==> src/source/video_pkg.sv <==
package video_pkg;

	// counter and data widths
	typedef logic [6:0]  col_t;
	typedef logic [5:0]  row_t;
	typedef logic [20:0] dram_addr_t;
	typedef logic [15:0] dram_data_t;
	typedef logic [7:0]  pix_t;
	typedef logic [14:0] color_t;
	typedef logic [3:0]  word_idx_t;
	typedef logic [4:0]  xoffs_t;

	// line fetch sequencer
	typedef enum logic [1:0] {
		IDLE,
		REQ,
		DONE
	} fetch_state_t;

	// horizontal geometry, in pixel clocks
	localparam col_t H_TOTAL   = 7'd96;
	localparam col_t H_SYNC    = 7'd6;
	localparam col_t H_PIX_BEG = 7'd16;
	localparam col_t H_PIX_END = 7'd48;

	// vertical geometry, in lines
	localparam row_t V_TOTAL   = 6'd40;
	localparam row_t V_SYNC    = 6'd2;
	localparam row_t V_PIX_BEG = 6'd8;
	localparam row_t V_PIX_END = 6'd24;

	// unblanked area, border wraps the pixel window on all sides
	localparam col_t H_VIS_BEG = 7'd8;
	localparam col_t H_VIS_END = 7'd56;
	localparam row_t V_VIS_BEG = V_PIX_BEG - 6'd4;
	localparam row_t V_VIS_END = V_PIX_END + 6'd4;

	// one bitmap line is 32 pixels of one byte each
	localparam int LINE_WORDS = 16;

endpackage

==> src/source/video_fetch.sv <==
module video_fetch (
	input  logic                    clk,
	input  logic                    reset,
	input  logic                    fetch_go,
	input  video_pkg::row_t         fetch_row,
	input  video_pkg::pix_t         vpage,
	input  video_pkg::pix_t         gy_offs,
	input  video_pkg::xoffs_t       gx_offs,
	input  logic                    gfx_on,
	output video_pkg::dram_addr_t   dram_addr,
	output logic                    dram_req,
	input  logic                    dram_next,
	input  video_pkg::dram_data_t   dram_rdata,
	output logic                    buf_we,
	output video_pkg::word_idx_t    buf_waddr,
	output video_pkg::dram_data_t   buf_wdata
);

	video_pkg::fetch_state_t state;
	video_pkg::word_idx_t    widx;
	video_pkg::pix_t         page;
	video_pkg::pix_t         yrow;
	video_pkg::xoffs_t       xcol;
	video_pkg::pix_t         yrow_start;
	logic                    start;
	logic                    word_done;
	logic                    last_word;

	// bitmap row of the requested screen line wrapping at 256
	assign yrow_start = gy_offs + video_pkg::pix_t'(fetch_row) -
			video_pkg::pix_t'(video_pkg::V_PIX_BEG);

	assign start     = (state == video_pkg::IDLE) && fetch_go && gfx_on;
	assign word_done = (state == video_pkg::REQ) && dram_next;
	assign last_word = (widx == video_pkg::word_idx_t'(video_pkg::LINE_WORDS - 1));

	always_ff @(posedge clk) begin
		if (reset) begin
			state <= video_pkg::IDLE;
			widx  <= '0;
		end else begin
			case (state)
				video_pkg::IDLE: begin
					widx <= '0;
					if (start)
						state <= video_pkg::REQ;
				end
				video_pkg::REQ: begin
					if (dram_next) begin
						widx <= widx + 4'd1;
						if (last_word)
							state <= video_pkg::DONE;
					end
				end
				video_pkg::DONE: state <= video_pkg::IDLE;
				default: state <= video_pkg::IDLE;
			endcase
		end
	end

	// address fields captured at start and column stepped per word
	always_ff @(posedge clk) begin
		if (start) begin
			page <= vpage;
			yrow <= yrow_start;
			xcol <= gx_offs;
		end else if (word_done) begin
			xcol <= xcol + 5'd1;
		end
	end

	// request held with a stable address until next
	assign dram_req  = (state == video_pkg::REQ);
	assign dram_addr = {page, yrow, xcol};

	// word written to the buffer in the cycle of its next
	assign buf_we    = word_done;
	assign buf_waddr = widx;
	assign buf_wdata = dram_rdata;

endmodule

==> config.mk <==
export PLATFORM = sky130hd
export DESIGN_NAME = video_fetch
export DESIGN_NICKNAME = d
export VERILOG_FILES = /design/src/source/video_pkg.sv /design/src/source/video_fetch.sv
export SDC_FILE = /design/constraint.sdc
export NUM_CORES = 1
export LEC_CHECK = 0
export BUFFER_PORTS_ARGS = -buffer_cell sky130_fd_sc_hd__buf_2
export CAP_MARGIN = 25
export CORE_ASPECT_RATIO = 0.7
export CORE_MARGIN = 2
export CORE_UTILIZATION = 46
export CTS_CLUSTER_SIZE = 28
export DETAILED_ROUTE_END_ITERATION = 8
export GPL_TIMING_DRIVEN = 0
export PLACE_DENSITY = 0.95
export RECOVER_POWER = 100
export REMOVE_ABC_BUFFERS = 1
export SETUP_SLACK_MARGIN = 0.2
export SYNTH_ARGS = -nofsm -noshare
export SYNTH_HDL_FRONTEND = slang
export SYNTH_SLANG_ARGS = --single-unit
==> constraint.sdc <==
create_clock -name clk -period 5.2 [get_ports clk]
set_clock_uncertainty 0.2 [all_clocks]
set_input_delay 1.04 -clock clk [delete_from_list [all_inputs] [get_ports clk]]
set_output_delay 1.04 -clock clk [all_outputs]
set_load 0.01 [all_outputs]
==> metrics.md <==
| Metric | Value |
|---|---|
| Outcome | `complete, no violations` |
| Fillers | `311` |
| # DRC | `0` |
| Async S/R FF share, synth | `0%` |
| FF+latch count, synth | `27` |
| Fmax | `about 0.34 GHz` |
| Hold slack final | `between 300 and 400 ps` |
| VDD IR max | `roughly 0.21 mV` |
| Final worst path period share | `approximately 56%` |
| I/O Buffers | `58` |
| First-pass GRT wire length | `4430 um` |
| Post-DP HPWL | `about 2300 um` |
| WL/cell | `around 13 um` |
| Max stage delay cell, worst path | `nand3b_1` |
| Vias | `1103` |
| Longest Clk Path Bufs | `2` |
| CP most frequent cell | `clkbuf_1` |
| Area grow syn2layout | `14.1%` |
| Final #Nets | `251` |
| Vias in the first global route | `between 1000 and 1500` |
| Synth Flop Type | `edfxtp_1` |
| CTS Sinks | `27` |
| Reg clk slew, reported paths | `80 ps` |
| Crit path DAT | `1670 ps` |
| Vias per cell | `around 4.9` |
| Yosys cell types | `32` |
| Initial antenna violation count | `0` |
| Leak Pwr | `around 0.76 nW` |
| Drt pass-1 iters | `4` |
| Finish-stage setup viols | `0` |
| DIE AREA | `approximately 3800 um2` |
| GP Congestion | `around 0.76` |
| Clock Latency Late Sink | `about 260 ps` |
| CTS Buf Count | `3` |
| Pre-CTS setup slack | `around 2100 ps` |
| TritonCTS clock tree | `done` |
| Synthesized netlist cell count | `between 100 and 150` |
| Largest stage delay, worst path | `about 220 ps` |
| Final setup margin | `between 2000 and 2500 ps` |
| Final Critical Period | `just under 3000 ps` |
| Largest net degree at the start of global routing | `24` |
| Crit Path Class | `input pin to output pin` |
| Worst Tran Pin Value | `798 ps` |
| CTS resizes | `0` |
| Final Hold Fails | `0` |
| Total GRT Usage | `15.7%` |
| Synth warnings | `0` |
| DRT iter0 DRCs | `44` |
| Slew Viols, Final | `0` |
| CTS H-tree lvls | `1` |
| GRT overflow | `0` |
| Most frequent cells in the layout | `buf_2, clkbuf_1, edfxtp_1` |
| Critical path's top delay family | `buffers and inverters` |
| Die span in y | `~52 um` |
| Pwr Density | `264 nW/um2` |
| Layout cells sized above 1 | `between 10% and 20%` |
| Util after Layout | `about 55%` |
| Final WL | `~2900 um` |
| Worst Path Required | `slightly below 4000 ps` |
| Post-Syn Area | `1520 um2` |
| Max cap viols | `0` |
| Commonest non-fill, non-tap cell in the layout | `buf_2` |
| RSZ-0062 raised after global routing | `false` |
| Initial Utilization | `roughly 48%` |
| Average size of a mapped cell | `~11 um2` |
| R2R Setup Slk | `about 3200 ps` |
| Worst path cell trace | `clkbuf_1 > nand3b_1 > inv_1 > clkbuf_1` |
| Worst setup SP type | `input pin` |
| Setup crit end kind | `output pin` |
| Min-Delay Path Class | `register to register` |
| Setup_tns | `0 ps` |
| Core area | `around 3100 um2` |
| Sequential share of the synthesized area | `between 40% and 50%` |
| Post-CTS Hold Buffers | `0` |
| Relative slew margins | `46.7%` |
| Top Ports | `91` |
| Die X-Extent | `72.7 um` |
| Antenna viol nets, final | `0` |
| Worst Path Buf+Inv | `3` |
| Number of synthesized flops with an enable pin | `21` |
| Critical path fanouts, max | `6` |
| ANT cells | `0` |
| Num rows | `17` |
| Setup bufs post-CTS | `0` |
| Clock root buffer | `clkbuf_8` |
==> routing by layer <==
metal  up-vias  part of all wire, %  track usage, %  routed length (um)
met5         -                    0            4.76                   0
met3         2                   11            9.11                 330
li1        562                    -               -                   -
met4         0                 0.80            3.70                  23
met2        58                   47            24.4                1350
met1       481                   41            18.4                1180
==> path summary, 6_finish.rpt <==
kind / start / end / cells past startpoint
worst min-delay path: buf_waddr[3] / buf_waddr[3] / 2
worst min register to register: buf_waddr[3] / buf_waddr[3] / 2
worst max register to register: state[0] / xcol[4] / 4
worst max-delay path: dram_next / buf_we / 4
==> logic make-up (layout without fill, tap and decap cells) <==
kind of cell    after synthesis  count (layout)  synth area share, %
buf+inv                      36              82                 12.8
simple gates                 30              30                 10.4
flops                        27              27                 49.3
fa+ha+maj                    15              15                 12.8
xor+xnor                      7               7                 4.03
compound gates               26              26                 10.6
==> cell usage after synthesis, drive strengths merged, types with 2 or more instances <==
cell type / instances / area (um2)
a21o: 3 / 25.0
a21oi: 8 / 40.0
buf: 16 / 120
dfxtp: 6 / 120
edfxtp: 21 / 631
ha: 14 / 175
inv: 20 / 75.1
nand2: 10 / 37.5
nand3: 4 / 20.0
nor2: 7 / 26.3
nor3: 2 / 10.0
o21ai: 7 / 35.0
xnor2: 4 / 35.0
xor2: 3 / 26.3
==> final cells by class <==
type / count / area [um2] / area share [%]
sequential: 27 / 751 / 43.2
multi-input combinational: 78 / 563 / 32.4
timing repair buffer: 58 / 255 / 14.7
inverter: 20 / 75.1 / 4.32
tap: 38 / 47.5 / 2.74
clock buffer: 4 / 45.0 / 2.59
==> per-stage QoR <==
stage	std cells	total power, mW	instance area, um2
after global placement	221	0.350	1740
after CTS	225	0.468	1780
after floorplan	125	0.319	1400
after global routing	225	0.487	1740
after detailed placement	221	0.354	1740
final	225	0.458	1740
==> state kept, by name, indices dropped and copies added (netlist names) <==
signal	count
yrow	8
page	8
state	2
buf_waddr	4
xcol	5
==> worst reg2reg max path, cell delays in order, from the launching register on <==
cell     delay, ps
dfxtp_1        370
nor2_1         120
nand3_1        180
inv_1          640
o21ai_0        220
==> power by group <==
part | leakage (nW) | switching, mW | internal [mW]
clock network | 0.0228 | 0.0588 | 0.0547
registers | 0.245 | 0.00618 | 0.251
logic | 0.497 | 0.0481 | 0.0394
Note: power is estimated with default switching activity, not from simulation.
