===== src/source/video_pkg.sv =====
package video_pkg;

	// counter and data widths
	typedef logic [6:0]  col_t;
	typedef logic [5:0]  row_t;
	typedef logic [20:0] dram_addr_t;
	typedef logic [15:0] dram_data_t;
	typedef logic [7:0]  pix_t;
	typedef logic [14:0] color_t;
	typedef logic [3:0]  word_idx_t;
	typedef logic [4:0]  xoffs_t;

	// line fetch sequencer
	typedef enum logic [1:0] {
		IDLE,
		REQ,
		DONE
	} fetch_state_t;

	// horizontal geometry, in pixel clocks
	localparam col_t H_TOTAL   = 7'd96;
	localparam col_t H_SYNC    = 7'd6;
	localparam col_t H_PIX_BEG = 7'd16;
	localparam col_t H_PIX_END = 7'd48;

	// vertical geometry, in lines
	localparam row_t V_TOTAL   = 6'd40;
	localparam row_t V_SYNC    = 6'd2;
	localparam row_t V_PIX_BEG = 6'd8;
	localparam row_t V_PIX_END = 6'd24;

	// unblanked area, border wraps the pixel window on all sides
	localparam col_t H_VIS_BEG = 7'd8;
	localparam col_t H_VIS_END = 7'd56;
	localparam row_t V_VIS_BEG = V_PIX_BEG - 6'd4;
	localparam row_t V_VIS_END = V_PIX_END + 6'd4;

	// one bitmap line is 32 pixels of one byte each
	localparam int LINE_WORDS = 16;

endpackage


===== src/source/video_sync.sv =====
module video_sync (
	input  logic              clk,
	input  logic              reset,
	output logic              hsync_raw,
	output logic              vsync_raw,
	output logic              line_start,
	output logic              frame_start,
	output logic              fetch_go,
	output logic              int_start,
	output logic              in_window,
	output logic              line_par,
	output video_pkg::row_t   fetch_row,
	output video_pkg::col_t   col_idx
);

	video_pkg::col_t col;
	video_pkg::row_t row;
	logic            col_last;
	logic            row_last;
	logic            hpix;
	logic            vpix;
	logic            vfetch;

	assign col_last = (col == video_pkg::H_TOTAL - 7'd1);
	assign row_last = (row == video_pkg::V_TOTAL - 6'd1);

	// free-running raster position
	always_ff @(posedge clk) begin
		if (reset) begin
			col <= '0;
			row <= '0;
		end else if (col_last) begin
			col <= '0;
			if (row_last)
				row <= '0;
			else
				row <= row + 6'd1;
		end else begin
			col <= col + 7'd1;
		end
	end

	// syncs, active low, at the start of line and frame
	assign hsync_raw = ~(col < video_pkg::H_SYNC);
	assign vsync_raw = ~(row < video_pkg::V_SYNC);

	assign line_start  = (col == '0);
	assign frame_start = line_start && (row == '0);

	// frame interrupt on the first sync cycle of line 0
	assign int_start = frame_start;

	// pixel window
	assign hpix = (col >= video_pkg::H_PIX_BEG) && (col < video_pkg::H_PIX_END);
	assign vpix = (row >= video_pkg::V_PIX_BEG) && (row < video_pkg::V_PIX_END);
	assign in_window = hpix && vpix;

	// fetch one line ahead, from the line before the window
	// to the line before its last
	assign vfetch = (row >= video_pkg::V_PIX_BEG - 6'd1) &&
			(row <= video_pkg::V_PIX_END - 6'd2);
	assign fetch_go = line_start && vfetch;

	// line the fetcher is preparing
	assign fetch_row = row + 6'd1;

	// buffer bank select
	assign line_par = row[0];

	assign col_idx = col;

endmodule


===== config.mk =====
export PLATFORM = sky130hd
export DESIGN_NAME = video_sync
export DESIGN_NICKNAME = d
export VERILOG_FILES = /design/src/source/video_pkg.sv /design/src/source/video_sync.sv
export SDC_FILE = /design/constraint.sdc
export NUM_CORES = 1
export LEC_CHECK = 0
export CAP_MARGIN = 20
export CORE_MARGIN = 2
export CORE_UTILIZATION = 54
export DETAILED_ROUTE_END_ITERATION = 12
export DONT_BUFFER_PORTS = 1
export PLACE_DENSITY = 0.72
export SLEW_MARGIN = 20
export SYNTH_ARGS = -nofsm -noshare
export SYNTH_HDL_FRONTEND = slang
export SYNTH_SLANG_ARGS = --single-unit

===== constraint.sdc =====
create_clock -name clk -period 1.4 [get_ports clk]
set_input_delay 0.14 -clock clk [delete_from_list [all_inputs] [get_ports clk]]
set_output_delay 0.14 -clock clk [all_outputs]
set_load 0.1 [all_outputs]

==> results of run 1 <==
[cells by family after synthesis]
logic type                 count (synthesis)
AOI/OAI and AO/OA                         18
DFF                                       13
xor gates and xnor gates                   9
buffers and inverters                     13
and+or+nand+nor                           39
adders and majority gates                  4
[per-stage QoR]
stage | cells | cell area [um2] | hold WS (ns) | setup TNS, ns
floorplan | 96 | 1010 | 0.243 | -6.02
global placement | 143 | 1400 | 0.202 | 0
==> impl_results.md, run 1 <==
- Seq cells post-synth: 13
- Mapped Cells: 96
- Post-synth net total: 102
- Compound-gate portion of the synthesized area: 16.0%
- Log Error: [ERROR DPL-0038] Utilization greater than 100%, impossible to legalize
- Cell area after technology mapping: 812 um2
- Status: aborted with a tool error
- Mean post-synth cell area: 8.46 um2
- Synth Area in XOR/XNOR: 9.71%
- Most frequent cells after synthesis: 13 x dfxtp_1, 8 x nand2_1, 7 x inv_1, 6 x nor2_1, 6 x xnor2_1
- I/O Buffers: 0
- Simple logic cell fraction of the synthesized area: 28.7%
- Multiplexer share of the synthesized area: 0%
- Ys flop type: dfxtp_1
- Count leader, synth: dfxtp_1
- Yosys warning total: 0
- FP Rows: 13
- Distinct cell type count after synthesis: 34
- Initial core utilization: 60.1%
- Placer's final routability congestion estimate: 0.899
- Adder-cell share of the synthesized area: 6.16%
- Fail Step: detailed placement (3_5_place_dp)
- Asr flop ratio synth: 0%
- EDFF count, synth: 0
- Largest family of logic cells by synthesized area: simple AND/OR/NAND/NOR gates
- Leading area contributor after synthesis: dfxtp_1
- Ports: 23
- Sequential share of the synthesized area: 32.0%
- Top post-synthesis cells by area: dfxtp_1 32%, xnor2_1 6.5%, ha_1 6.2%
- DIE HEIGHT: 42.8 um
- Top-area cell type share of the netlist area: 32.0%
- Die outline width: 42.8 um
==> inputs of run 2 (changes only) <==
--- a/config.mk
+++ b/config.mk
@@ -6,11 +6,11 @@
 export NUM_CORES = 1
 export LEC_CHECK = 0
 export CAP_MARGIN = 20
-export CORE_MARGIN = 2
-export CORE_UTILIZATION = 54
+export CORE_AREA = 2 2 63 65
 export DETAILED_ROUTE_END_ITERATION = 12
+export DIE_AREA = 0 0 65 67
 export DONT_BUFFER_PORTS = 1
-export PLACE_DENSITY = 0.72
+export PLACE_DENSITY_LB_ADDON = 0.15
 export SLEW_MARGIN = 20
 export SYNTH_ARGS = -nofsm -noshare
 export SYNTH_HDL_FRONTEND = slang
==> constraint.sdc (replaced) <==
create_clock -name clk -period 1.8 [get_ports clk]
set_input_delay 0.18 -clock clk [delete_from_list [all_inputs] [get_ports clk]]
set_output_delay 0.18 -clock clk [all_outputs]
set_load 0.1 [all_outputs]
==> impl_results.md, run 2 <==
- Status: finished, final reports clean
- Fin crit period: 1.77 ns
- Die area: 0.00436 mm2
- Detailed Route Iter0 Violations: 17
- Min-delay src: reset
- Final instance area: 0.00141 mm2
- Drt first pass iters: 4
- Via count: 831
- Max Fanout on Critical Path: 6
- Average vias per placed instance: 4.75
- CTS Buf Count: 3
- Max FFs per register: 7
- Slew Limit Fails: 0
- Top post-synthesis cells by area: dfxtp_1 32%, xnor2_1 6.5%, ha_1 6.2%
- Core box area: 0.00361 mm2
- Min-delay worst type: input port to flip-flop
- TNS Setup: 0 ns
- Met1 layer usage reported by global route: 15.0%
- Initial antenna violation count: 0
- Final net count: 134
- Total power: 772 uW
- Ys flop type: dfxtp_1
- Crit path kind: flip-flop to output port
- Reg2reg end: row[4]
- Clock buffer depth: 2
- Most frequent cells after synthesis: 13 x dfxtp_1, 8 x nand2_1, 7 x inv_1, 6 x nor2_1, 6 x xnor2_1
- Area after DPL: 0.00128 mm2
- Max Clk Rate: 565 MHz
- DIE HEIGHT: 67 um
- GR Util met3: 2.53%
- Vias in the first global route: 834
- Commonest cells after routing, fill and taps aside: 23 x buf_4, 8 x nand2_1, 7 x dfxtp_4, 6 x inv_1, 6 x buf_12
- Maximum number of pins on one net before global-route repair: 10
- Filler cell count: 367
- Share of cells above drive strength 1: 46.5%
- Top-area cell type share of the netlist area: 32.0%
- Worst vdd ir: 0.000296 V
- Mapped Cells: 96
- Final WL: 2.46 mm
- Arr. time, crit path: 1.59 ns
- Leading area contributor after synthesis: dfxtp_1
- Reg2reg path depth: 4
- Clk slew on worst S/H paths: 0.05 ns
- Critical path buffers and inverters: 1
- Worst Skew: 0.00462 ns
- P_leak: 0.000549 uW
- Die outline width: 65 um
- Tightest Pin Transition: 0.386 ns
- Cell area after technology mapping: 812 um2
- Setup-failing EPs final: 0
- Hold worst-path end: col_idx[5]
- Critical Path RT: 1.62 ns
- Hold Fails Final Rpt: 0
- Clock Root Buffer: clkbuf_8
- Global routing met2 resource utilization: 22.3%
- Detailed-route DRC error count: 0
- RR Startpoint: col_idx[6]
- Placed instance count: 164
- Distinct cell type count after synthesis: 34
- CTS Sinks: 13
- # H-tree levels: 1
- Ports: 23
- Skew-Pair Late Insertion Delay: 0.24 ns
- Slew Limit Headroom: 74.2%
- Power per standard cell area: 550 mW/mm2
- FP Rows: 22
- Yosys warning total: 0
- CP Cell Sequence: nor4_4, and3b_4, and3_4, buf_16
- RSZ-0062 raised after global routing: yes
- Initial core utilization: 22.5%
- Mean routed wirelength per cell: 14.1 um
- Busiest grt layer: met2
- Overflow after GRT: 0
- CP top delay family: simple AND/OR/NAND/NOR gates
- EDFF count, synth: 0
- Mean post-synth cell area: 8.46 um2
- Final HPWL DP: 1.81 mm
- Diodes inserted: 0
- GRT Total Usage: 12.5%
- Post-synth net total: 102
- Commonest non-fill, non-tap cell in the layout: buf_4
- Hold Path Stages: 1
- Asr flop ratio synth: 0%
- Slowest cell on the critical path: dfxtp_4
- CP Capture Type: output port
- DRT antenna net count: 0
- Seq cells post-synth: 13
- Fin cells: 175
- CP max stage delay: 0.37 ns
- CTS tree: done
- Critical path startpoint category: flip-flop
- Place WS: 0.227 ns
- Placer's final routability congestion estimate: 0.875
- Fin worst setup slack: 0.0316 ns
- Fin crit share: 98.2%
- I/O Buffers: 0
- Max_cap viols: 0
- Sequential share of the synthesized area: 32.0%
- Worst reg2reg setup slack: 0.22 ns
- Area grow syn2layout: 73.0%
- First-pass GRT wire length: 4.15 mm
- Count leader, synth: dfxtp_1
run 2: logic make-up (layout without fill, tap and decap cells):
family | Yosys count | after routing | share of synthesized area (%)
adders and majority gates | 4 | 4 | 6.16
AOI/OAI and AO/OA | 18 | 18 | 16.0
buffers and inverters | 13 | 44 | 7.40
DFF | 13 | 13 | 32.0
xor gates and xnor gates | 9 | 9 | 9.71
and+or+nand+nor | 39 | 39 | 28.7
run 2: cell type report:
type                    count  area (um2)  share of cell area [%]
multi-input cells          70         629                    44.8
repair buffers             33         350                    24.9
flip-flops and latches     13         290                    20.7
well taps                  48        60.1                    4.27
clock buffers               4        45.0                    3.21
inverters                   7        30.0                    2.14
run 2: how the worst max path moves through the flow:
stage	startpoint	to	cells after the start
4_1_cts	col_idx[4]	frame_start	4
3_3_place_gp	row[0]	row[4]	4
5_1_grt	col_idx[4]	int_start	4
3_5_place_dp	row[0]	row[4]	4
6_report	col_idx[4]	frame_start	4
2_1_floorplan	row[0]	int_start	4
run 2: through the flow:
step	utilization, %	hold WS, ns
2_1_floorplan	-	0.283
3_3_place_gp	35.5	0.242
3_5_place_dp	35.5	0.246
4_1_cts	37.4	0.00119
5_1_grt	39.0	0.00280
6_report	39.0	0.0113
run 2: report_power, final:
part	total, uW	switching [uW]	internal, uW
Combinational	216	157	58.3
Sequential	295	7.53	287
Clock	262	105	156
run 2: what timing repair did:
| item | CTS | global route |
|---|---|---|
| setup endpoints to repair | 2 | 3 |
| setup buffers | 0 | 4 |
| hold endpoints to repair | 6 | 1 |
| cloned | 0 | 0 |
| resized for setup | 2 | 4 |
| hold buffers | 2 | 1 |
| pin swaps | 0 | 2 |
run 2: metal layers:
metal	part of all wire, %	wire, um	up-vias
met5	0	0	-
met4	0.89	22	0
met3	5.4	134	4
met2	49	1210	24
met1	45	1100	397
li1	-	-	406
run 2: worst register-to-register path: stages (launching register included):
cell and delay [ns]:
dfxtp_4 0.35, buf_4 0.33, nand2b_1 0.23, or4_1 0.45
a21oi_1 0.15
(Power assumes the default switching activity.)
