<file path="config.mk">
export PLATFORM = sky130hd
export DESIGN_NAME = video_ports
export DESIGN_NICKNAME = d
export VERILOG_FILES = /design/src/source/video_pkg.sv /design/src/source/video_ports.sv
export SDC_FILE = /design/constraint.sdc
export NUM_CORES = 1
export LEC_CHECK = 0
export BUFFER_PORTS_ARGS = -buffer_cell sky130_fd_sc_hd__buf_4
export CORE_MARGIN = 1.5
export CORE_UTILIZATION = 45
export CTS_CLUSTER_SIZE = 8
export DETAILED_ROUTE_END_ITERATION = 10
export PLACE_DENSITY = 0.69
export SYNTH_ARGS = -nofsm -noshare
export SYNTH_HDL_FRONTEND = slang
export SYNTH_SLANG_ARGS = --single-unit
</file>
<file path="constraint.sdc">
create_clock -name clk -period 0.8 [get_ports clk]
set_input_delay 0.04 -clock clk [delete_from_list [all_inputs] [get_ports clk]]
set_output_delay 0.04 -clock clk [all_outputs]
set_load 0.01 [all_outputs]
</file>
<file path="src/source/video_pkg.sv">
package video_pkg;

	// counter and data widths
	typedef logic [6:0]  col_t;
	typedef logic [5:0]  row_t;
	typedef logic [20:0] dram_addr_t;
	typedef logic [15:0] dram_data_t;
	typedef logic [7:0]  pix_t;
	typedef logic [14:0] color_t;
	typedef logic [3:0]  word_idx_t;
	typedef logic [4:0]  xoffs_t;

	// line fetch sequencer
	typedef enum logic [1:0] {
		IDLE,
		REQ,
		DONE
	} fetch_state_t;

	// horizontal geometry, in pixel clocks
	localparam col_t H_TOTAL   = 7'd96;
	localparam col_t H_SYNC    = 7'd6;
	localparam col_t H_PIX_BEG = 7'd16;
	localparam col_t H_PIX_END = 7'd48;

	// vertical geometry, in lines
	localparam row_t V_TOTAL   = 6'd40;
	localparam row_t V_SYNC    = 6'd2;
	localparam row_t V_PIX_BEG = 6'd8;
	localparam row_t V_PIX_END = 6'd24;

	// unblanked area, border wraps the pixel window on all sides
	localparam col_t H_VIS_BEG = 7'd8;
	localparam col_t H_VIS_END = 7'd56;
	localparam row_t V_VIS_BEG = V_PIX_BEG - 6'd4;
	localparam row_t V_VIS_END = V_PIX_END + 6'd4;

	// one bitmap line is 32 pixels of one byte each
	localparam int LINE_WORDS = 16;

endpackage

</file>
<file path="src/source/video_ports.sv">
module video_ports (
	input  logic                clk,
	input  logic                reset,
	input  video_pkg::pix_t     d,
	input  logic                border_wr,
	input  logic                vpage_wr,
	input  logic                gx_offs_wr,
	input  logic                gy_offs_wr,
	input  logic                vconf_wr,
	input  logic                frame_start,
	output video_pkg::pix_t     border,
	output video_pkg::pix_t     vpage,
	output video_pkg::pix_t     gy_offs,
	output video_pkg::xoffs_t   gx_offs,
	output logic                gfx_on
);

	video_pkg::pix_t   border_s;
	video_pkg::pix_t   vpage_s;
	video_pkg::pix_t   gy_offs_s;
	video_pkg::xoffs_t gx_offs_s;
	logic              gfx_on_s;

	// cpu writes land in the staging set
	always_ff @(posedge clk) begin
		if (reset) begin
			border_s  <= '0;
			vpage_s   <= '0;
			gy_offs_s <= '0;
			gx_offs_s <= '0;
			gfx_on_s  <= 1'b0;
		end else begin
			if (border_wr)
				border_s <= d;
			if (vpage_wr)
				vpage_s <= d;
			if (gx_offs_wr)
				gx_offs_s <= d[4:0];
			if (gy_offs_wr)
				gy_offs_s <= d;
			// only the graphics enable is kept from vconf
			if (vconf_wr)
				gfx_on_s <= d[0];
		end
	end

	// active set follows the staging set once per frame
	always_ff @(posedge clk) begin
		if (reset) begin
			border  <= '0;
			vpage   <= '0;
			gy_offs <= '0;
			gx_offs <= '0;
			gfx_on  <= 1'b0;
		end else if (frame_start) begin
			border  <= border_s;
			vpage   <= vpage_s;
			gy_offs <= gy_offs_s;
			gx_offs <= gx_offs_s;
			gfx_on  <= gfx_on_s;
		end
	end

endmodule

</file>
==> out/qor.txt, run 1 <==
Status - finished with violations
Failing checks - setup timing
Placer Congestion - 0.6808
Reg clk slew, reported paths - 0.07 ns
Area share of the largest cell type after synthesis - 55.62%
Top post-synthesis cells by area - dfxtp_1 56%, mux2i_1 28%, nor2_1 10%
Ys flop type - dfxtp_1
#FFs+latches synth - 60
Register area - 1239 sq um
Post-Synth Adder-Cell Area - 0%
Crit path DAT - 0.79 ns
Total CTS buffers - 9
Initial antenna violation count - 0
Syn Area/Cell - 11.07 sq um
Async SR Flop Fraction - 0%
Die H - 72.28 um
Max-cap violations - 0
Die area - 5224 sq um
Worst-margin pin slew - 0.1480 ns
Via count - 1491
Min Tclk post-route - 0.8306 ns
Synth Area in Simple Gates - 10.43%
Xor/xnor share of the synthesized area - 0%
Share of layout cells above drive strength 1 - 38.70%
Period utilisation layout - 103.8%
Antenna diode count - 0
# fillers - 369
Compound-Gate Fraction of Synth Area - 0%
Yosys top cell by area - dfxtp_1
Setup crit end - gy_offs[3]
Post-synthesis mux area share - 27.81%
First-pass GRT wire length - 7.017 mm
Synthesized instance count - 195
Slowest cell on crit path - dfxtp_2
Horiz. Die Dim - 72.28 um
VDD IR-drop max - 1.025 mV
HPWL Detailed - 2.645 mm
Register area share after synthesis - 55.62%
WP data required - 0.76 ns
Comb power frac - 9.8%
Pint - 5.340 mW
# H-tree levels - 3
Yosys warning total - 0
Slew headroom - 89.85%
DRC Markers - 0
R2R depth - 3
Initial Utilization - 46.34%
Worst Path Buf+Inv - 1
Clk sinks - 60
WP depth - 1
Post-route setup slack - -0.03059 ns
Total global-route track usage - 18.13%
Syn Nets - 211
Area delta synth->final - 40.09%
P per Cell Area - 2258 nW/um^2
Grt ovf - 0
Max Slew Vio Count - 0
CTS tree - yes
Worst skew pair latency - 0.33 ns
Synth cell types - 8
RSZ-0062 raised after global routing - true
DRT antenna net count - 0
Commonest cells in the synthesized netlist - 60 x dfxtp_1, 60 x mux2i_1, 60 x nor2_1
Reg2reg setup slack - 0.06 ns
Vias in the first global route - 1454
Max Fclk - 1.204 GHz
Vias/cell - 4.733
Final count of hold timing violations - 0
Skew final - 0.008154 ns
Final setup vio count - 19
DP Area - 2512 sq um
Worst Path Max Fanout - 2
Worst setup SP type - flop
Worst R2R End - vpage[5]
CTS Buffer Depth - 2
Net Sw Power - 1.492 mW
Critical Path Source - gy_offs[3]
Port Buffer Count - 45
Cell family with most CP delay - flip-flops
# IOs - 46
Crit Reg-Reg Startpoint - vpage[5]
Worst Setup End Kind - output port
Final WL - 4.213 mm
Largest net degree at the start of global routing - 34
Placeable Area - 4661 sq um
WL/cell - 13.37 um
Post-synth design cell area - 2160 sq um
Final instance area - 3025 sq um
Sw Share - 21.83%
Number of synthesized flops with an enable pin - 0
TritonRoute pass-1 iters - 4
Leak pwr - 1.442 nW
Multi-input gate area - 825.8 sq um
Flop pwr share - 47.2%
Pre-CTS WS - 0.05336 ns
Largest family of logic cells by synthesized area - multiplexers
Worst Setup Path Type - reg2out
Clock power share - 43.0%
TNS Setup - -0.1296 ns
Slowest stage delay, CP - 0.36 ns
Nets@finish - 272
HP Class - in2reg
Root buffer cell - clkbuf_8
# rows - 25
Initial DRC count - 75
Cell Chain, Critical Path - buf_6
## final cells by class
class / count / area share [%]
Timing Repair Buffer: 65 / 22.37
Clock buffer: 11 / 4.673
Multi-Input combinational cell: 120 / 27.30
Clock inverter: 5 / 2.481
Tap cell: 54 / 2.233
Sequential cell: 60 / 40.94
## worst reg2reg max path: cells and delay by family (launching register included)
family                 cells  cell delay (ns)
buffers and inverters      1             0.12
DFF                        1             0.33
muxes                      1             0.13
and+or+nand+nor            1             0.05
## what timing repair did
item / 4_1_cts / 5_1_grt
setup buffers: 5 / 2
resized for setup: 60 / 1
hold endpoints to repair: 25 / 0
hold buffers: 9 / 0
pin swaps: 0 / 1
setup endpoints to repair: 30 / 31
## metal layers
| layer | up-vias | global-route usage [%] | wire length [um] |
|---|---|---|---|
| met5 | - | 0 | 0 |
| met1 | 693 | 23.00 | 2032 |
| met2 | 26 | 28.60 | 1992 |
| met4 | 0 | 10.06 | 68 |
| li1 | 766 | - | - |
| met3 | 6 | 4.167 | 120 |
## cells in the final DEF (no fill, tap or decap)
| master | count |
|---|---|
| mux2i_1 | 60 |
| nor2_1 | 60 |
| buf_6 | 31 |
| dfxtp_2 | 30 |
| dfxtp_1 | 30 |
| buf_4 | 21 |
| clkbuf_8 | 10 |
| dlygate4sd3_1 | 9 |
| buf_12 | 4 |
| clkinv_2 | 3 |
| bufinv_16 | 2 |
| clkbuf_1 | 1 |
## worst min-delay path by stage
| stage | start | end | slack (ns) | depth (start not counted) |
|---|---|---|---|---|
| after floorplan | d[0] | border_s[0] | 0.19 | 2 |
| after global placement | vconf_wr | gfx_on_s | 0.29 | 3 |
| after detailed placement | vconf_wr | gfx_on_s | 0.30 | 3 |
| after CTS | gx_offs_wr | gx_offs_s[4] | 0.03 | 3 |
| after global routing | gx_offs_wr | gx_offs_s[1] | 0.04 | 3 |
| final | gx_offs_wr | gx_offs_s[4] | 0.04 | 3 |
## cell families after synthesis
logic type | count (synthesis)
buffers and inverters | 15
flip-flops | 60
multiplexers | 60
AND/OR/NAND/NOR | 60
## sequential cells by signal (all words and copies together), names as in the netlist
register   count
gfx_on_s       1
vpage          8
gy_offs_s      8
border         8
gx_offs        5
gy_offs        8
gx_offs_s      5
border_s       8
gfx_on         1
vpage_s        8
## power by group through the flow
stage	Combinational, mW	Clock, mW	Sequential, mW
final	0.668	2.94	3.22
after global routing	0.731	3.12	3.24
after CTS	0.668	2.99	3.22
after detailed placement	0.588	0	3.27
after global placement	0.579	0	3.27
after floorplan	0.366	0	3.28
## stage by stage
| stage | utilization (%) | std cells | power [mW] | hold slack, ns |
|---|---|---|---|---|
| 2_1_floorplan | - | 195 | 3.644 | 0.1872 |
| 3_3_place_gp | 53.91 | 283 | 3.848 | 0.2912 |
| 3_5_place_dp | 53.91 | 283 | 3.858 | 0.3046 |
| 4_1_cts | 64.51 | 313 | 6.885 | 0.03095 |
| 5_1_grt | 64.91 | 315 | 7.087 | 0.04143 |
| 6_report | 64.91 | 315 | 6.832 | 0.04117 |
No activity file was read; power rests on OpenSTA's default activity.
==> run 2: changes to the inputs <==
--- a/config.mk
+++ b/config.mk
@@ -10,7 +10,7 @@
 export CORE_UTILIZATION = 45
 export CTS_CLUSTER_SIZE = 8
 export DETAILED_ROUTE_END_ITERATION = 10
-export PLACE_DENSITY = 0.69
+export PLACE_DENSITY = 0.67
 export SYNTH_ARGS = -nofsm -noshare
 export SYNTH_HDL_FRONTEND = slang
 export SYNTH_SLANG_ARGS = --single-unit
==> constraint.sdc (replaced) <==
create_clock -name clk -period 0.83 [get_ports clk]
set_input_delay 0.0415 -clock clk [delete_from_list [all_inputs] [get_ports clk]]
set_output_delay 0.0415 -clock clk [all_outputs]
set_load 0.01 [all_outputs]
==> out/qor.txt, run 2 (synthesis results as in run 1) <==
Cell family with most CP delay - flip-flops
Pre-CTS WS - 0.08912 ns
Max Used Layer - met4
Max Fclk - 1.236 GHz
Largest net degree at the start of global routing - 30
Min Tclk post-route - 0.8094 ns
Final Total Pwr - 5.962 mW
Slowest stage delay, CP - 0.33 ns
Crit path DAT - 0.77 ns
HP Class - in2reg
Initial DRC count - 73
Worst-margin pin slew - 0.1530 ns
Placer Congestion - 0.6816
Die area - 5224 sq um
Cell Chain, Critical Path - buf_6
Dpl cells - 283
Reg clk slew, reported paths - 0.06 ns
Routed wl met3 - 198 um
Max Slew Vio Count - 0
RSZ-0062 raised after global routing - true
Slowest cell on crit path - dfxtp_2
Total CTS buffers - 9
Period utilisation layout - 97.51%
Area delta synth->final - 33.26%
Initial antenna violation count - 0
Root buffer cell - clkbuf_8
Vias/cell - 4.836
HPWL Detailed - 2.600 mm
Nets@finish - 262
Vias in the first global route - 1223
Final setup vio count - 0
Met2 wire len - 1.770 mm
Worst Path Buf+Inv - 1
Total global-route track usage - 16.43%
Post-route setup slack - 0.02065 ns
First-pass GRT wire length - 6.382 mm
Worst Path Max Fanout - 2
CTS tree - yes
Status - complete, no violations
# rows - 25
CTS Buffer Depth - 2
VDD IR-drop max - 1.184 mV
Slew headroom - 89.51%
Clk sinks - 60
WP data required - 0.79 ns
Final count of hold timing violations - 0
Max-cap violations - 0
M1 WL - 2.024 mm
Worst Setup End Kind - output port
Worst Setup Path Type - reg2out
Post-Layout Cell Count - 304
Port Buffer Count - 45
# IOs - 46
WL/cell - 13.41 um
Share of layout cells above drive strength 1 - 37.20%
Grt ovf - 0
Leak pwr - 1.368 nW
Final Util - 61.75%
Placeable Area - 4661 sq um
Initial Utilization - 46.34%
# H-tree levels - 3
Final WL - 4.078 mm
Via count - 1470
Worst setup SP type - flop
Worst skew pair latency - 0.32 ns
Die H - 72.28 um
Skew final - 0.004903 ns
P per Cell Area - 2072 nW/um^2
Horiz. Die Dim - 72.28 um
DRC Markers - 0
TritonRoute pass-1 iters - 4
Antenna diode count - 0
Most frequent cells in the layout - 60 x mux2i_1, 60 x nor2_1, 31 x dfxtp_1, 29 x dfxtp_2, 28 x buf_6
DRT antenna net count - 0
[run 2: cell count changes in the layout (fill, tap and decap cells not counted)]
cell,before,now
buf_4,21,19
buf_6,31,28
bufinv_16,2,0
clkbuf_1,1,2
clkbuf_8,10,11
clkinv_2,3,2
dfxtp_1,30,31
dfxtp_2,30,29
dlygate4sd3_1,9,4
[run 2: final cells by class]
class,instances,area [sq um]
clock buffer,13,158.9
clock inverter,2,10.01
fill,394,1783
tap,54,67.56
sequential,60,1237
timing repair buffer,55,578.1
multi-input combinational,120,825.8
[run 2: stage by stage]
| stage | hold slack [ns] | TNS (ns) | area (sq um) |
|---|---|---|---|
| 5_1_grt | 0.005746 | -0.03079 | 2878 |
| 2_1_floorplan | 0.1887 | 0 | 2160 |
| 3_3_place_gp | 0.2858 | 0 | 2512 |
| 6_report | 0.006326 | 0 | 2878 |
| 3_5_place_dp | 0.3010 | 0 | 2512 |
| 4_1_cts | 0.002469 | 0 | 2741 |
[run 2: timing repair]
| item | in CTS | in global routing |
|---|---|---|
| endpoints found under the hold margin | 9 | 0 |
| setup endpoints to repair | 10 | 29 |
| hold buffers | 4 | 0 |
| gates resized for setup | 12 | 45 |
| buffers inserted | 0 | 2 |
[run 2: path summary, 6_finish.rpt]
check | startpoint | to | slack [ns] | depth (start not counted)
setup / recovery | gy_offs[4] | gy_offs[4] | 0.02 | 1
hold reg to reg | gy_offs[0] | gy_offs[0] | 0.48 | 2
hold / removal | d[4] | border_s[4] | 0.006 | 3
setup reg to reg | border[5] | border[5] | 0.11 | 3
[run 2: power breakdown]
| group | switching, mW | total (mW) | internal [mW] | leakage, nW |
|---|---|---|---|---|
| clock network | 1.02 | 2.25 | 1.22 | 0.0893 |
| registers | 0.0766 | 3.10 | 3.03 | 0.505 |
| logic | 0.277 | 0.612 | 0.335 | 0.774 |
[run 2: layer usage]
layer	GRT usage [%]	vias to the layer above
li1	-	745
met3	5.000	7
met1	24.25	683
met2	21.19	35
met4	8.805	0
met5	0	-
