<file path="config.mk">
export PLATFORM = sky130hd
export DESIGN_NAME = video_linebuf
export DESIGN_NICKNAME = d
export VERILOG_FILES = /design/src/source/video_pkg.sv /design/src/source/video_linebuf.sv
export SDC_FILE = /design/constraint.sdc
export NUM_CORES = 1
export LEC_CHECK = 0
export BUFFER_PORTS_ARGS = -buffer_cell sky130_fd_sc_hd__buf_2
export CAP_MARGIN = 20
export CORE_MARGIN = 3
export CORE_UTILIZATION = 42
export CTS_BUF_LIST = sky130_fd_sc_hd__clkbuf_8
export DETAILED_ROUTE_END_ITERATION = 10
export GPL_ROUTABILITY_DRIVEN = 0
export SLEW_MARGIN = 20
export SYNTH_ARGS = -nofsm -noshare
export SYNTH_HDL_FRONTEND = slang
export SYNTH_SLANG_ARGS = --single-unit
</file>
<file path="constraint.sdc">
create_clock -name clk -period 3.3 [get_ports clk]
set_clock_uncertainty 0.2 [all_clocks]
set_input_delay 0.66 -clock clk [delete_from_list [all_inputs] [get_ports clk]]
set_output_delay 0.66 -clock clk [all_outputs]
set_load 0.1 [all_outputs]
</file>
<file path="src/source/video_pkg.sv">
package video_pkg;

	// counter and data widths
	typedef logic [6:0]  col_t;
	typedef logic [5:0]  row_t;
	typedef logic [20:0] dram_addr_t;
	typedef logic [15:0] dram_data_t;
	typedef logic [7:0]  pix_t;
	typedef logic [14:0] color_t;
	typedef logic [3:0]  word_idx_t;
	typedef logic [4:0]  xoffs_t;

	// line fetch sequencer
	typedef enum logic [1:0] {
		IDLE,
		REQ,
		DONE
	} fetch_state_t;

	// horizontal geometry, in pixel clocks
	localparam col_t H_TOTAL   = 7'd96;
	localparam col_t H_SYNC    = 7'd6;
	localparam col_t H_PIX_BEG = 7'd16;
	localparam col_t H_PIX_END = 7'd48;

	// vertical geometry, in lines
	localparam row_t V_TOTAL   = 6'd40;
	localparam row_t V_SYNC    = 6'd2;
	localparam row_t V_PIX_BEG = 6'd8;
	localparam row_t V_PIX_END = 6'd24;

	// unblanked area, border wraps the pixel window on all sides
	localparam col_t H_VIS_BEG = 7'd8;
	localparam col_t H_VIS_END = 7'd56;
	localparam row_t V_VIS_BEG = V_PIX_BEG - 6'd4;
	localparam row_t V_VIS_END = V_PIX_END + 6'd4;

	// one bitmap line is 32 pixels of one byte each
	localparam int LINE_WORDS = 16;

endpackage

</file>
<file path="src/source/video_linebuf.sv">
module video_linebuf (
	input  logic                    clk,
	input  logic                    line_par,
	input  logic                    buf_we,
	input  video_pkg::word_idx_t    buf_waddr,
	input  video_pkg::dram_data_t   buf_wdata,
	input  video_pkg::word_idx_t    raddr,
	output video_pkg::dram_data_t   rdata
);

	// two banks, indexed by line parity
	video_pkg::dram_data_t mem [0:1][0:15];
	logic                  wbank;

	// fetcher fills the bank of the next line
	assign wbank = ~line_par;

	always_ff @(posedge clk) begin
		if (buf_we)
			mem[wbank][buf_waddr] <= buf_wdata;
	end

	// display reads the bank of the current line
	always_ff @(posedge clk) begin
		rdata <= mem[line_par][raddr];
	end

endmodule

</file>
==> metrics.txt, run 1 <==
outcome completed; clock power share 0.361; CTS tree built; Final nets 1,286; sequential fraction of the synthesis area 0.767; Core Region 47,900 um2; gr ovfl total 0; DIE AREA 51,400 um2; total number of H-tree levels 3; CP bufs+invs 1; FP Rows 80; Skew-Pair Late Insertion Delay 0.63 ns; via count of the routed design 10.6k; routing usage on met1 0.241; Req. time, crit path 2.44 ns; critical path launch point type flop; CP top delay family buffers and inverters; post-route core utilization 0.479; Initial Utilization 0.427; async set-reset flop share out of synthesis 0; setup_tns 0 ns; First DRT Iteration DRCs 846; critical path cell sequence buf_2; unrepaired setup endpoints after global routing no; Hold Fails Final Rpt 0; Die Height 227 um; XOR/XNOR Fraction of Synth Area 0; CTS Root Cell clkbuf_8; Max Buffers Root-to-Sink 3; area delta synth->final 12.1%; Max-cap violations 0; Comb pwr share 0.069; Sw Ratio 0.233; first-pass GRT wire length 70,000 um; PortBufs 42; Synth Area in Simple Gates 0.0353; vias per cell 5.48; internal cell power 10.1 mW; largest family of logic cells by synthesized area multiplexers; Synth cell types 28; critical path's largest stage delay 0.46 ns; Synth area leaders edfxtp_1 (75%), mux2i_1 (13%), a22oi_1 (2.3%); Final Setup Violations 0; DR WL/cell 24.4 um; Post-synth EDFFs 512; VDD IR-drop max 0.000332 V; Synth area leader edfxtp_1; post-synth top area share 0.751; Antenna Nets Post-Route 0; worst-margin pin slew 0.665 ns; busiest grt layer met2; CP max-delay cell buf_2; min-delay worst type in -> reg; sequential power share 0.570; post-synthesis adder-cell area fraction 0; Synth warnings 0; Clock Sinks 528; f_max 0.425 GHz; final WL 47,000 um; clk slew on worst S/H paths 0.06 ns; relative slew slack 0.555; largest net degree at the start of global routing 65; Resized cells post-CTS 0; period utilization 0.713; Synth Area in Compound Gates 0.0499; Chip Width 227 um; met2 usage in global routing 0.319; WS Path Type reg -> out; layout cell share with drive strength beyond 1 0.161; crit path DAT 1.49 ns; #FFs+latches synth 528; fin crit period 2.35 ns; PwrDens 572 nW/um2; drt first pass iters 5; I/O pin total 43; GRT met3 Usage 0.0307; Final Hold Slack 0.354 ns; DP Wirelength 26,300 um; Mean Syn Cell Area 17.9 um2; hold_buf cts 0; static leakage 8.11 nW; DRC 0; number of post-CTS setup repair buffers 0; antenna violations before repair 1; P_sw 3.07 mW; Main synth FF type edfxtp_1; Total Routing Usage GR 0.185; Max Slew Vio Count 0; Synth Cell Area 20,500 um2; CP Capture Type output port; Cells after Synth 1,144; mux contribution to synthesized area 0.125; worst-path fanout max 1; Syn Nets 1,171; CTS Buf Count 82; vias in the first global route 11.0k
[power groups by stage]
stage | Sequential, mW | Combinational, mW | Clock, mW
final | 7.49 | 0.907 | 4.74
after global routing | 7.50 | 0.962 | 5.16
after CTS | 7.49 | 0.916 | 4.86
after detailed placement | 7.63 | 0.914 | 0
after global placement | 7.63 | 0.905 | 0
after floorplan | 7.81 | 0.409 | 0
[logic make-up after synthesis]
group / after synthesis
flops: 528
simple gates: 148
compound gates: 144
mux: 256
buf+inv: 68
[flip-flops by register name, summed over array words and instances (netlist names)]
register	cells
mem	512
rdata	16
[synth_stat cells, drive strengths merged, types with 2 or more instances]
cell type and instances:
nand2 33, or3b 3, nor3 16, mux2i 256, nor2 34, nand3 34, edfxtp 512, a21oi 32
nand2b 2, a31oi 16, nand3b 5, nor2b 2, clkbuf 12, dfxtp 16, buf 56, a22o 32
nand4 16, a22oi 64
[routing by layer]
layer	vias to the layer above	wire, um
met3	49	1880
met5	-	0
li1	4788	-
met4	0	832
met2	261	24000
met1	5488	20300
[area by class of cell]
| type | count | area (um2) |
|---|---|---|
| fillers | 4028 | 25000 |
| clock buffers | 85 | 1170 |
| well taps | 615 | 769 |
| repair buffers | 99 | 748 |
| flip-flops and latches | 528 | 15700 |
| clock inverters | 54 | 223 |
| diodes | 1 | 2.50 |
| multi-input cells | 548 | 4350 |
[through the flow]
| step | setup WS, ns | instances | power [mW] | instance area, um2 |
|---|---|---|---|---|
| 6_report | 0.947 | 1930 | 13.1 | 23000 |
| 5_1_grt | 0.917 | 1930 | 13.6 | 23000 |
| 4_1_cts | 0.899 | 1929 | 13.3 | 23000 |
| 3_5_place_dp | 0.413 | 1790 | 8.55 | 21600 |
| 3_3_place_gp | 0.453 | 1790 | 8.54 | 21600 |
| 2_1_floorplan | 0.365 | 1144 | 8.22 | 20500 |
[cells in the final DEF, fill, tap and decap left out, types with 17 or more instances in the layout]
cell type | synthesis | layout
nor2_1 | 33 | 25
edfxtp_1 | 512 | 512
a22o_1 | 32 | 32
mux2i_1 | 256 | 256
nand2_1 | 33 | 33
a21oi_1 | 32 | 32
clkinv_1 | 0 | 17
clkbuf_8 | 0 | 85
a22oi_1 | 64 | 64
buf_4 | 12 | 49
nand3_1 | 34 | 34
inv_1 | 0 | 27
buf_2 | 20 | 41
[path summary, 6_finish.rpt]
| check | startpoint | end | slack [ns] | depth (start not counted) |
|---|---|---|---|---|
| worst max-delay path | rdata[2] | rdata[2] | 0.95 | 1 |
| worst min-delay path | buf_wdata[15] | mem[0][175] | 0.35 | 1 |
| worst max register to register | mem[1][199] | rdata[7] | 1.65 | 5 |
| worst min register to register | mem[0][117] | rdata[5] | 0.41 | 4 |
(Power assumes the default switching activity.)
==> inputs of run 2 (changes only) <==
==> constraint.sdc (replaced) <==
create_clock -name clk -period 2.4 [get_ports clk]
set_clock_uncertainty 0.2 [all_clocks]
set_input_delay 0.48 -clock clk [delete_from_list [all_inputs] [get_ports clk]]
set_output_delay 0.48 -clock clk [all_outputs]
set_load 0.1 [all_outputs]
==> run 2 against run 1 <==
Net effect:
- combinational power increased by 54%
- routed wire length increased by 5.9%
- flip-flop and latch count unchanged
- critical path type unchanged
- design area increased by 5.1%
- cell count increased by 3.4%
- largest cell class unchanged
- critical path depth unchanged
==> metrics.txt, run 2 (synthesized netlist as in run 1, its figures left out) <==
Resized cells post-CTS 0 (unchanged); commonest non-fill, non-tap cell in the layout edfxtp_1; Hold Path Sink mem[0][93]; layout cell share with drive strength beyond 1 0.205 (+0.0448); Final nets 1,333 (+3.7%); drt first pass iters 5 (unchanged); WS Path Type reg -> out; Max Slew Vio Count 0 (unchanged); CP Capture Type output port; post-route core utilization 0.503 (+0.0242); static leakage 8.64 nW (+6.5%); Antenna Nets Post-Route 0 (unchanged); reg-to-reg setup timing slack 0.71 ns (-0.94 ns); worst reg2reg startpoint mem[0][195]; Initial Utilization 0.427 (unchanged); Hold Fails Final Rpt 0 (unchanged); critical path launch point type flop; Skew-Pair Late Insertion Delay 0.65 ns (+0.02 ns); critical path cell sequence buf_2; PwrDens 793 nW/um2 (+39%); Clock Sinks 528 (unchanged); VDD IR-drop max 0.000320 V (-3.5%); Total Routing Usage GR 0.197 (+0.0116); Final Setup Violations 0 (unchanged); f_max 0.451 GHz; PortBufs 42 (unchanged); vias in the first global route 11.0k (+0.42%); area delta synth->final 17.8%; worst-margin pin slew 0.761 ns (+0.0956 ns); CTS Buf Count 86 (+4.9%); DR WL/cell 24.9 um (+2.4%); min-delay worst type in -> reg; Top Registers mem (512), rdata (16); CP top delay family buffers and inverters; number of fill cells 3,876 (-3.8%); post-route cell area 24,100 um2 (+5.1%); hold path cells 1 (unchanged); fin crit period 2.22 ns; Hold Crit Start buf_wdata[13]; dpl cell area 22,400 um2 (+4.1%); period utilization 0.923; commonest non-fill, non-tap cells in the layout edfxtp_1 (512), mux2i_1 (256), clkbuf_8 (100); vias per cell 5.52 (+0.64%); clk slew on worst S/H paths 0.06 ns (about the same); register with the most flip-flops mem; outcome completed; crit path DAT 1.54 ns (+0.05 ns); number of post-CTS setup repair buffers 0 (unchanged); unrepaired setup endpoints after global routing no; Req. time, crit path 1.72 ns (-0.72 ns); I/O pin total 43 (unchanged); multi-input logic area 4390 um2 (+1.1%); final WL 49,800 um (+5.9%); total number of H-tree levels 3 (unchanged); CP max-delay cell buf_2; Die Height 227 um (unchanged); r2r worst-path depth 6 (+1); critical path's largest stage delay 0.46 ns (about the same); CP bufs+invs 1 (unchanged); CTS Root Cell clkbuf_8; Chip Width 227 um (unchanged); reg2reg end rdata[3]; DIE AREA 51,400 um2 (unchanged); first-pass GRT wire length 73,100 um (+4.4%); Core Region 47,900 um2 (unchanged); FF/Latch Area 15,700 um2 (unchanged); Max-cap violations 0 (unchanged); worst-path fanout max 1 (unchanged); First DRT Iteration DRCs 931 (+10%); Max Buffers Root-to-Sink 3 (unchanged); Largest register FFs 512 (unchanged); antenna violations before repair 2 (+1); DP Wirelength 28,600 um (+8.9%); FP Rows 80 (unchanged); relative slew slack 0.493 (-0.0627); gr ovfl total 0 (unchanged); hold_buf cts 0 (unchanged); via count of the routed design 11.0k (+4.0%); CTS tree built; DRC 0 (unchanged); largest net degree at the start of global routing 37 (-43%)
run 2: changes by cell type in the layout (fill, tap and decap cells not counted):
cell / change
nor2_1: -13
nor2_2: +10
clkinvlp_4: -2
clkinv_1: -5
buf_4: +2
buf_12: +41
inv_8: +2
inv_1: +10
bufinv_16: +1
inv_6: +3
clkbuf_8: +15
clkinv_2: -3
nor2_4: +3
diode_2: +1
run 2: power breakdown:
group	total, mW	internal, mW	switching [mW]
clock network	7.42	3.92	3.49
logic	1.40	0.434	0.969
registers	10.3	10.3	0.0431
total	19.1	14.6	4.50
run 2: worst max path at each step:
stage,startpoint,end,slack (ns),depth (start not counted)
after floorplan,line_par,mem[1][0],-0.18,6
after global placement,line_par,rdata[14],-0.03,8
after detailed placement,line_par,rdata[14],-0.05,8
after CTS,rdata[1],rdata[1],0.14,1
after global routing,rdata[1],rdata[1],0.15,1
final,rdata[1],rdata[1],0.18,1
run 2: layout make-up:
class,count,share of cell area
diodes,2,0.000208
clock buffers,100,0.0571
clock inverters,60,0.0120
multi-input cells,548,0.182
flip-flops and latches,528,0.651
well taps,615,0.0319
repair buffers,142,0.0657
run 2: worst register-to-register path: stages, from the launching register on:
cell and delay, ns:
edfxtp_1 0.32, mux2i_1 0.07, a22o_1 0.30, nor3_1 0.37
a31oi_1 0.09, buf_4 0.18, nand3_1 0.09
run 2: layer usage:
layer	share of wire	global-route usage	vias up
met3	0.058	0.0382	67
met4	0.021	0.0613	0
met5	0	0	-
li1	-	-	4914
met1	0.44	0.276	5680
met2	0.48	0.313	352
run 2: per-stage QoR:
step	hold WS, ns	TNS (ns)	power (mW)	instances	worst slack [ns]
3_5_place_dp	0.404	-0.129	11.9	1833	-0.0464
5_1_grt	0.159	0	19.8	1993	0.150
3_3_place_gp	0.387	-0.0686	11.9	1833	-0.0322
6_report	0.190	0	19.1	1995	0.185
2_1_floorplan	0.353	-57.67	11.3	1144	-0.183
4_1_cts	0.124	0	19.3	1993	0.136
==> inputs of run 3 (changes only) <==
--- a/config.mk
+++ b/config.mk
@@ -12,6 +12,7 @@
 export CTS_BUF_LIST = sky130_fd_sc_hd__clkbuf_8
 export DETAILED_ROUTE_END_ITERATION = 10
 export GPL_ROUTABILITY_DRIVEN = 0
+export PLACE_DENSITY = 0.66
 export SLEW_MARGIN = 20
 export SYNTH_ARGS = -nofsm -noshare
 export SYNTH_HDL_FRONTEND = slang
==> run 3 against run 2 <==
Net effect:
- setup slack better by 0.046 ns
- core utilization is 0.19 points lower
- cell count hardly changed
- clock power is 3.4% lower
- combinational power hardly changed
- maximum frequency is 2.1% higher
- critical path depth stayed put
- highest routed layer is now met5
- die area stayed put
==> metrics.txt, run 3 (synthesized netlist as in run 1, its figures left out) <==
drt first pass iters 5 (unchanged); CTS Root Cell clkbuf_8; Comb pwr share 0.074 (about the same); setup_tns 0 ns (unchanged); total number of H-tree levels 3 (unchanged); unrepaired setup endpoints after global routing no; critical path launch point type flop; Worst Setup EP rdata[0]; PortBufs 42 (unchanged); CTS tree built; crit path DAT 1.49 ns (-0.05 ns); CP Capture Type output port; Final nets 1,341 (+0.60%); number of post-CTS setup repair buffers 0 (unchanged); Clock Sinks 528 (unchanged); DRC 0 (unchanged); Power, Total 18.9 mW (-1.3%); outcome completed; Chip Width 227 um (unchanged); DR WL/cell 23.6 um (-5.3%); vias per cell 5.52 (about the same); commonest non-fill, non-tap cell in the layout edfxtp_1; largest net degree at the start of global routing 36 (-2.7%); CTS Buf Count 81 (-5.8%); Antenna Nets Post-Route 0 (unchanged); r2r worst-path depth 6 (unchanged); Max Buffers Root-to-Sink 3 (unchanged); Resized cells post-CTS 0 (unchanged); gr ovfl total 0 (unchanged); worst-margin pin slew 0.780 ns (+0.0188 ns); Req. time, crit path 1.72 ns (about the same); Hold Fails Final Rpt 0 (unchanged); sequential power share 0.546 (+0.007); pre-CTS setup slack -0.207 ns (-0.161 ns); final WL 47,100 um (-5.4%); ANT cells 0 (-2); Core Region 47,900 um2 (unchanged); vias in the first global route 11.1k (+0.89%); layout cell share with drive strength beyond 1 0.218 (+0.0129); hold_buf cts 0 (unchanged); cell depth of the worst setup path 1 (unchanged); critical path cell sequence buf_2; PwrDens 785 nW/um2 (-0.94%); reg2reg end rdata[15]; DP Wirelength 28,200 um (-1.5%); Crit. Startpoint rdata[0]; fin worst setup slack 0.231 ns (+0.0462 ns); Initial Utilization 0.427 (unchanged); WS Path Type reg -> out; Max-cap violations 0 (unchanged); commonest non-fill, non-tap cells in the layout edfxtp_1 (512), mux2i_1 (256), clkbuf_8 (86); VDD IR-drop max 0.000343 V (+7.0%); post-route core utilization 0.501 (-0.00185); area delta synth->final 17.4%; Max Slew Vio Count 0 (unchanged); relative slew slack 0.480 (-0.0125); worst-path fanout max 1 (unchanged); critical path's largest stage delay 0.46 ns (about the same); clk slew on worst S/H paths 0.06 ns (about the same); period utilization 0.904 (-0.0193); Top Registers mem (512), rdata (16); reg-to-reg setup timing slack 0.58 ns (-0.13 ns); CP bufs+invs 1 (unchanged); Sw Ratio 0.233 (-0.00221); fin crit period 2.17 ns (-0.0462 ns); Total Routing Usage GR 0.186 (-0.0109); I/O pin total 43 (unchanged); First DRT Iteration DRCs 801 (-14%); Largest register FFs 512 (unchanged); hold path cells 1 (unchanged); CP top delay family buffers and inverters; static leakage 8.57 nW (-0.82%); worst reg2reg startpoint mem[1][255]; f_max 0.461 GHz (+2.1%); CP max-delay cell buf_2; min-delay worst type in -> reg; Die Height 227 um (unchanged); P_sw 4.40 mW (-2.2%); Skew-Pair Late Insertion Delay 0.64 ns (about the same); FP Rows 80 (unchanged); internal cell power 14.5 mW (-1.0%); first-pass GRT wire length 69,600 um (-4.8%); Layout Cells excl Fill 1,994 (-0.050%); # placed instances 1,846 (+0.71%); register with the most flip-flops mem; clock power share 0.380 (-0.008); DIE AREA 51,400 um2 (unchanged); Final Setup Violations 0 (unchanged); antenna violations before repair 1 (-1); via count of the routed design 11.0k (+0.0091%)
==> run 3: power by group through the flow <==
stage	registers (mW)	clock network, mW	logic, mW
2_1_floorplan	10.7	0	0.569
3_5_place_dp	10.5	0	1.40
4_1_cts	10.3	7.33	1.40
6_report	10.3	7.17	1.40
3_3_place_gp	10.5	0	1.38
5_1_grt	10.3	7.80	1.47
==> run 3: routing by layer <==
layer  wire length, um  vias to the layer above  part of all wire  track usage
met5                13                        -           0.00028            0
met3              3000                       76             0.064       0.0417
met1             19900                     5656              0.42        0.247
met2             23000                      365              0.49        0.302
li1                  -                     4915                 -            -
met4              1160                        2             0.025       0.0674
==> run 3: stage by stage <==
stage                     area, um2  hold WS (ns)
final                         24000         0.200
after detailed placement      22500         0.396
after global placement        22500         0.391
after floorplan               20500         0.353
after global routing          24000         0.197
after CTS                     24000         0.169
==> run 3: worst register-to-register path, stage by stage, from the launching register on <==
cell and delay (ns):
edfxtp_1 0.37, mux2i_1 0.15, a22o_1 0.19, nor3_1 0.06, buf_4 0.14, a31oi_1 0.31, nand3_1 0.23
==> run 3: how the worst min path moves through the flow <==
stage                      start          end  slack (ns)
floorplan            mem[0][112]     rdata[0]        0.35
global placement     mem[1][174]    rdata[14]        0.39
detailed placement   mem[1][174]    rdata[14]        0.40
CTS                 buf_wdata[0]   mem[1][64]        0.17
global route        buf_wdata[1]  mem[0][209]        0.20
finish              buf_wdata[0]   mem[1][16]        0.20
==> run 3: area by class of cell <==
type / count / area [um2]
fill: 3818 / 23900
sequential: 528 / 15700
multi-input combinational: 548 / 4390
timing repair buffer: 155 / 1590
clock buffer: 86 / 1180
tap: 615 / 769
clock inverter: 62 / 392
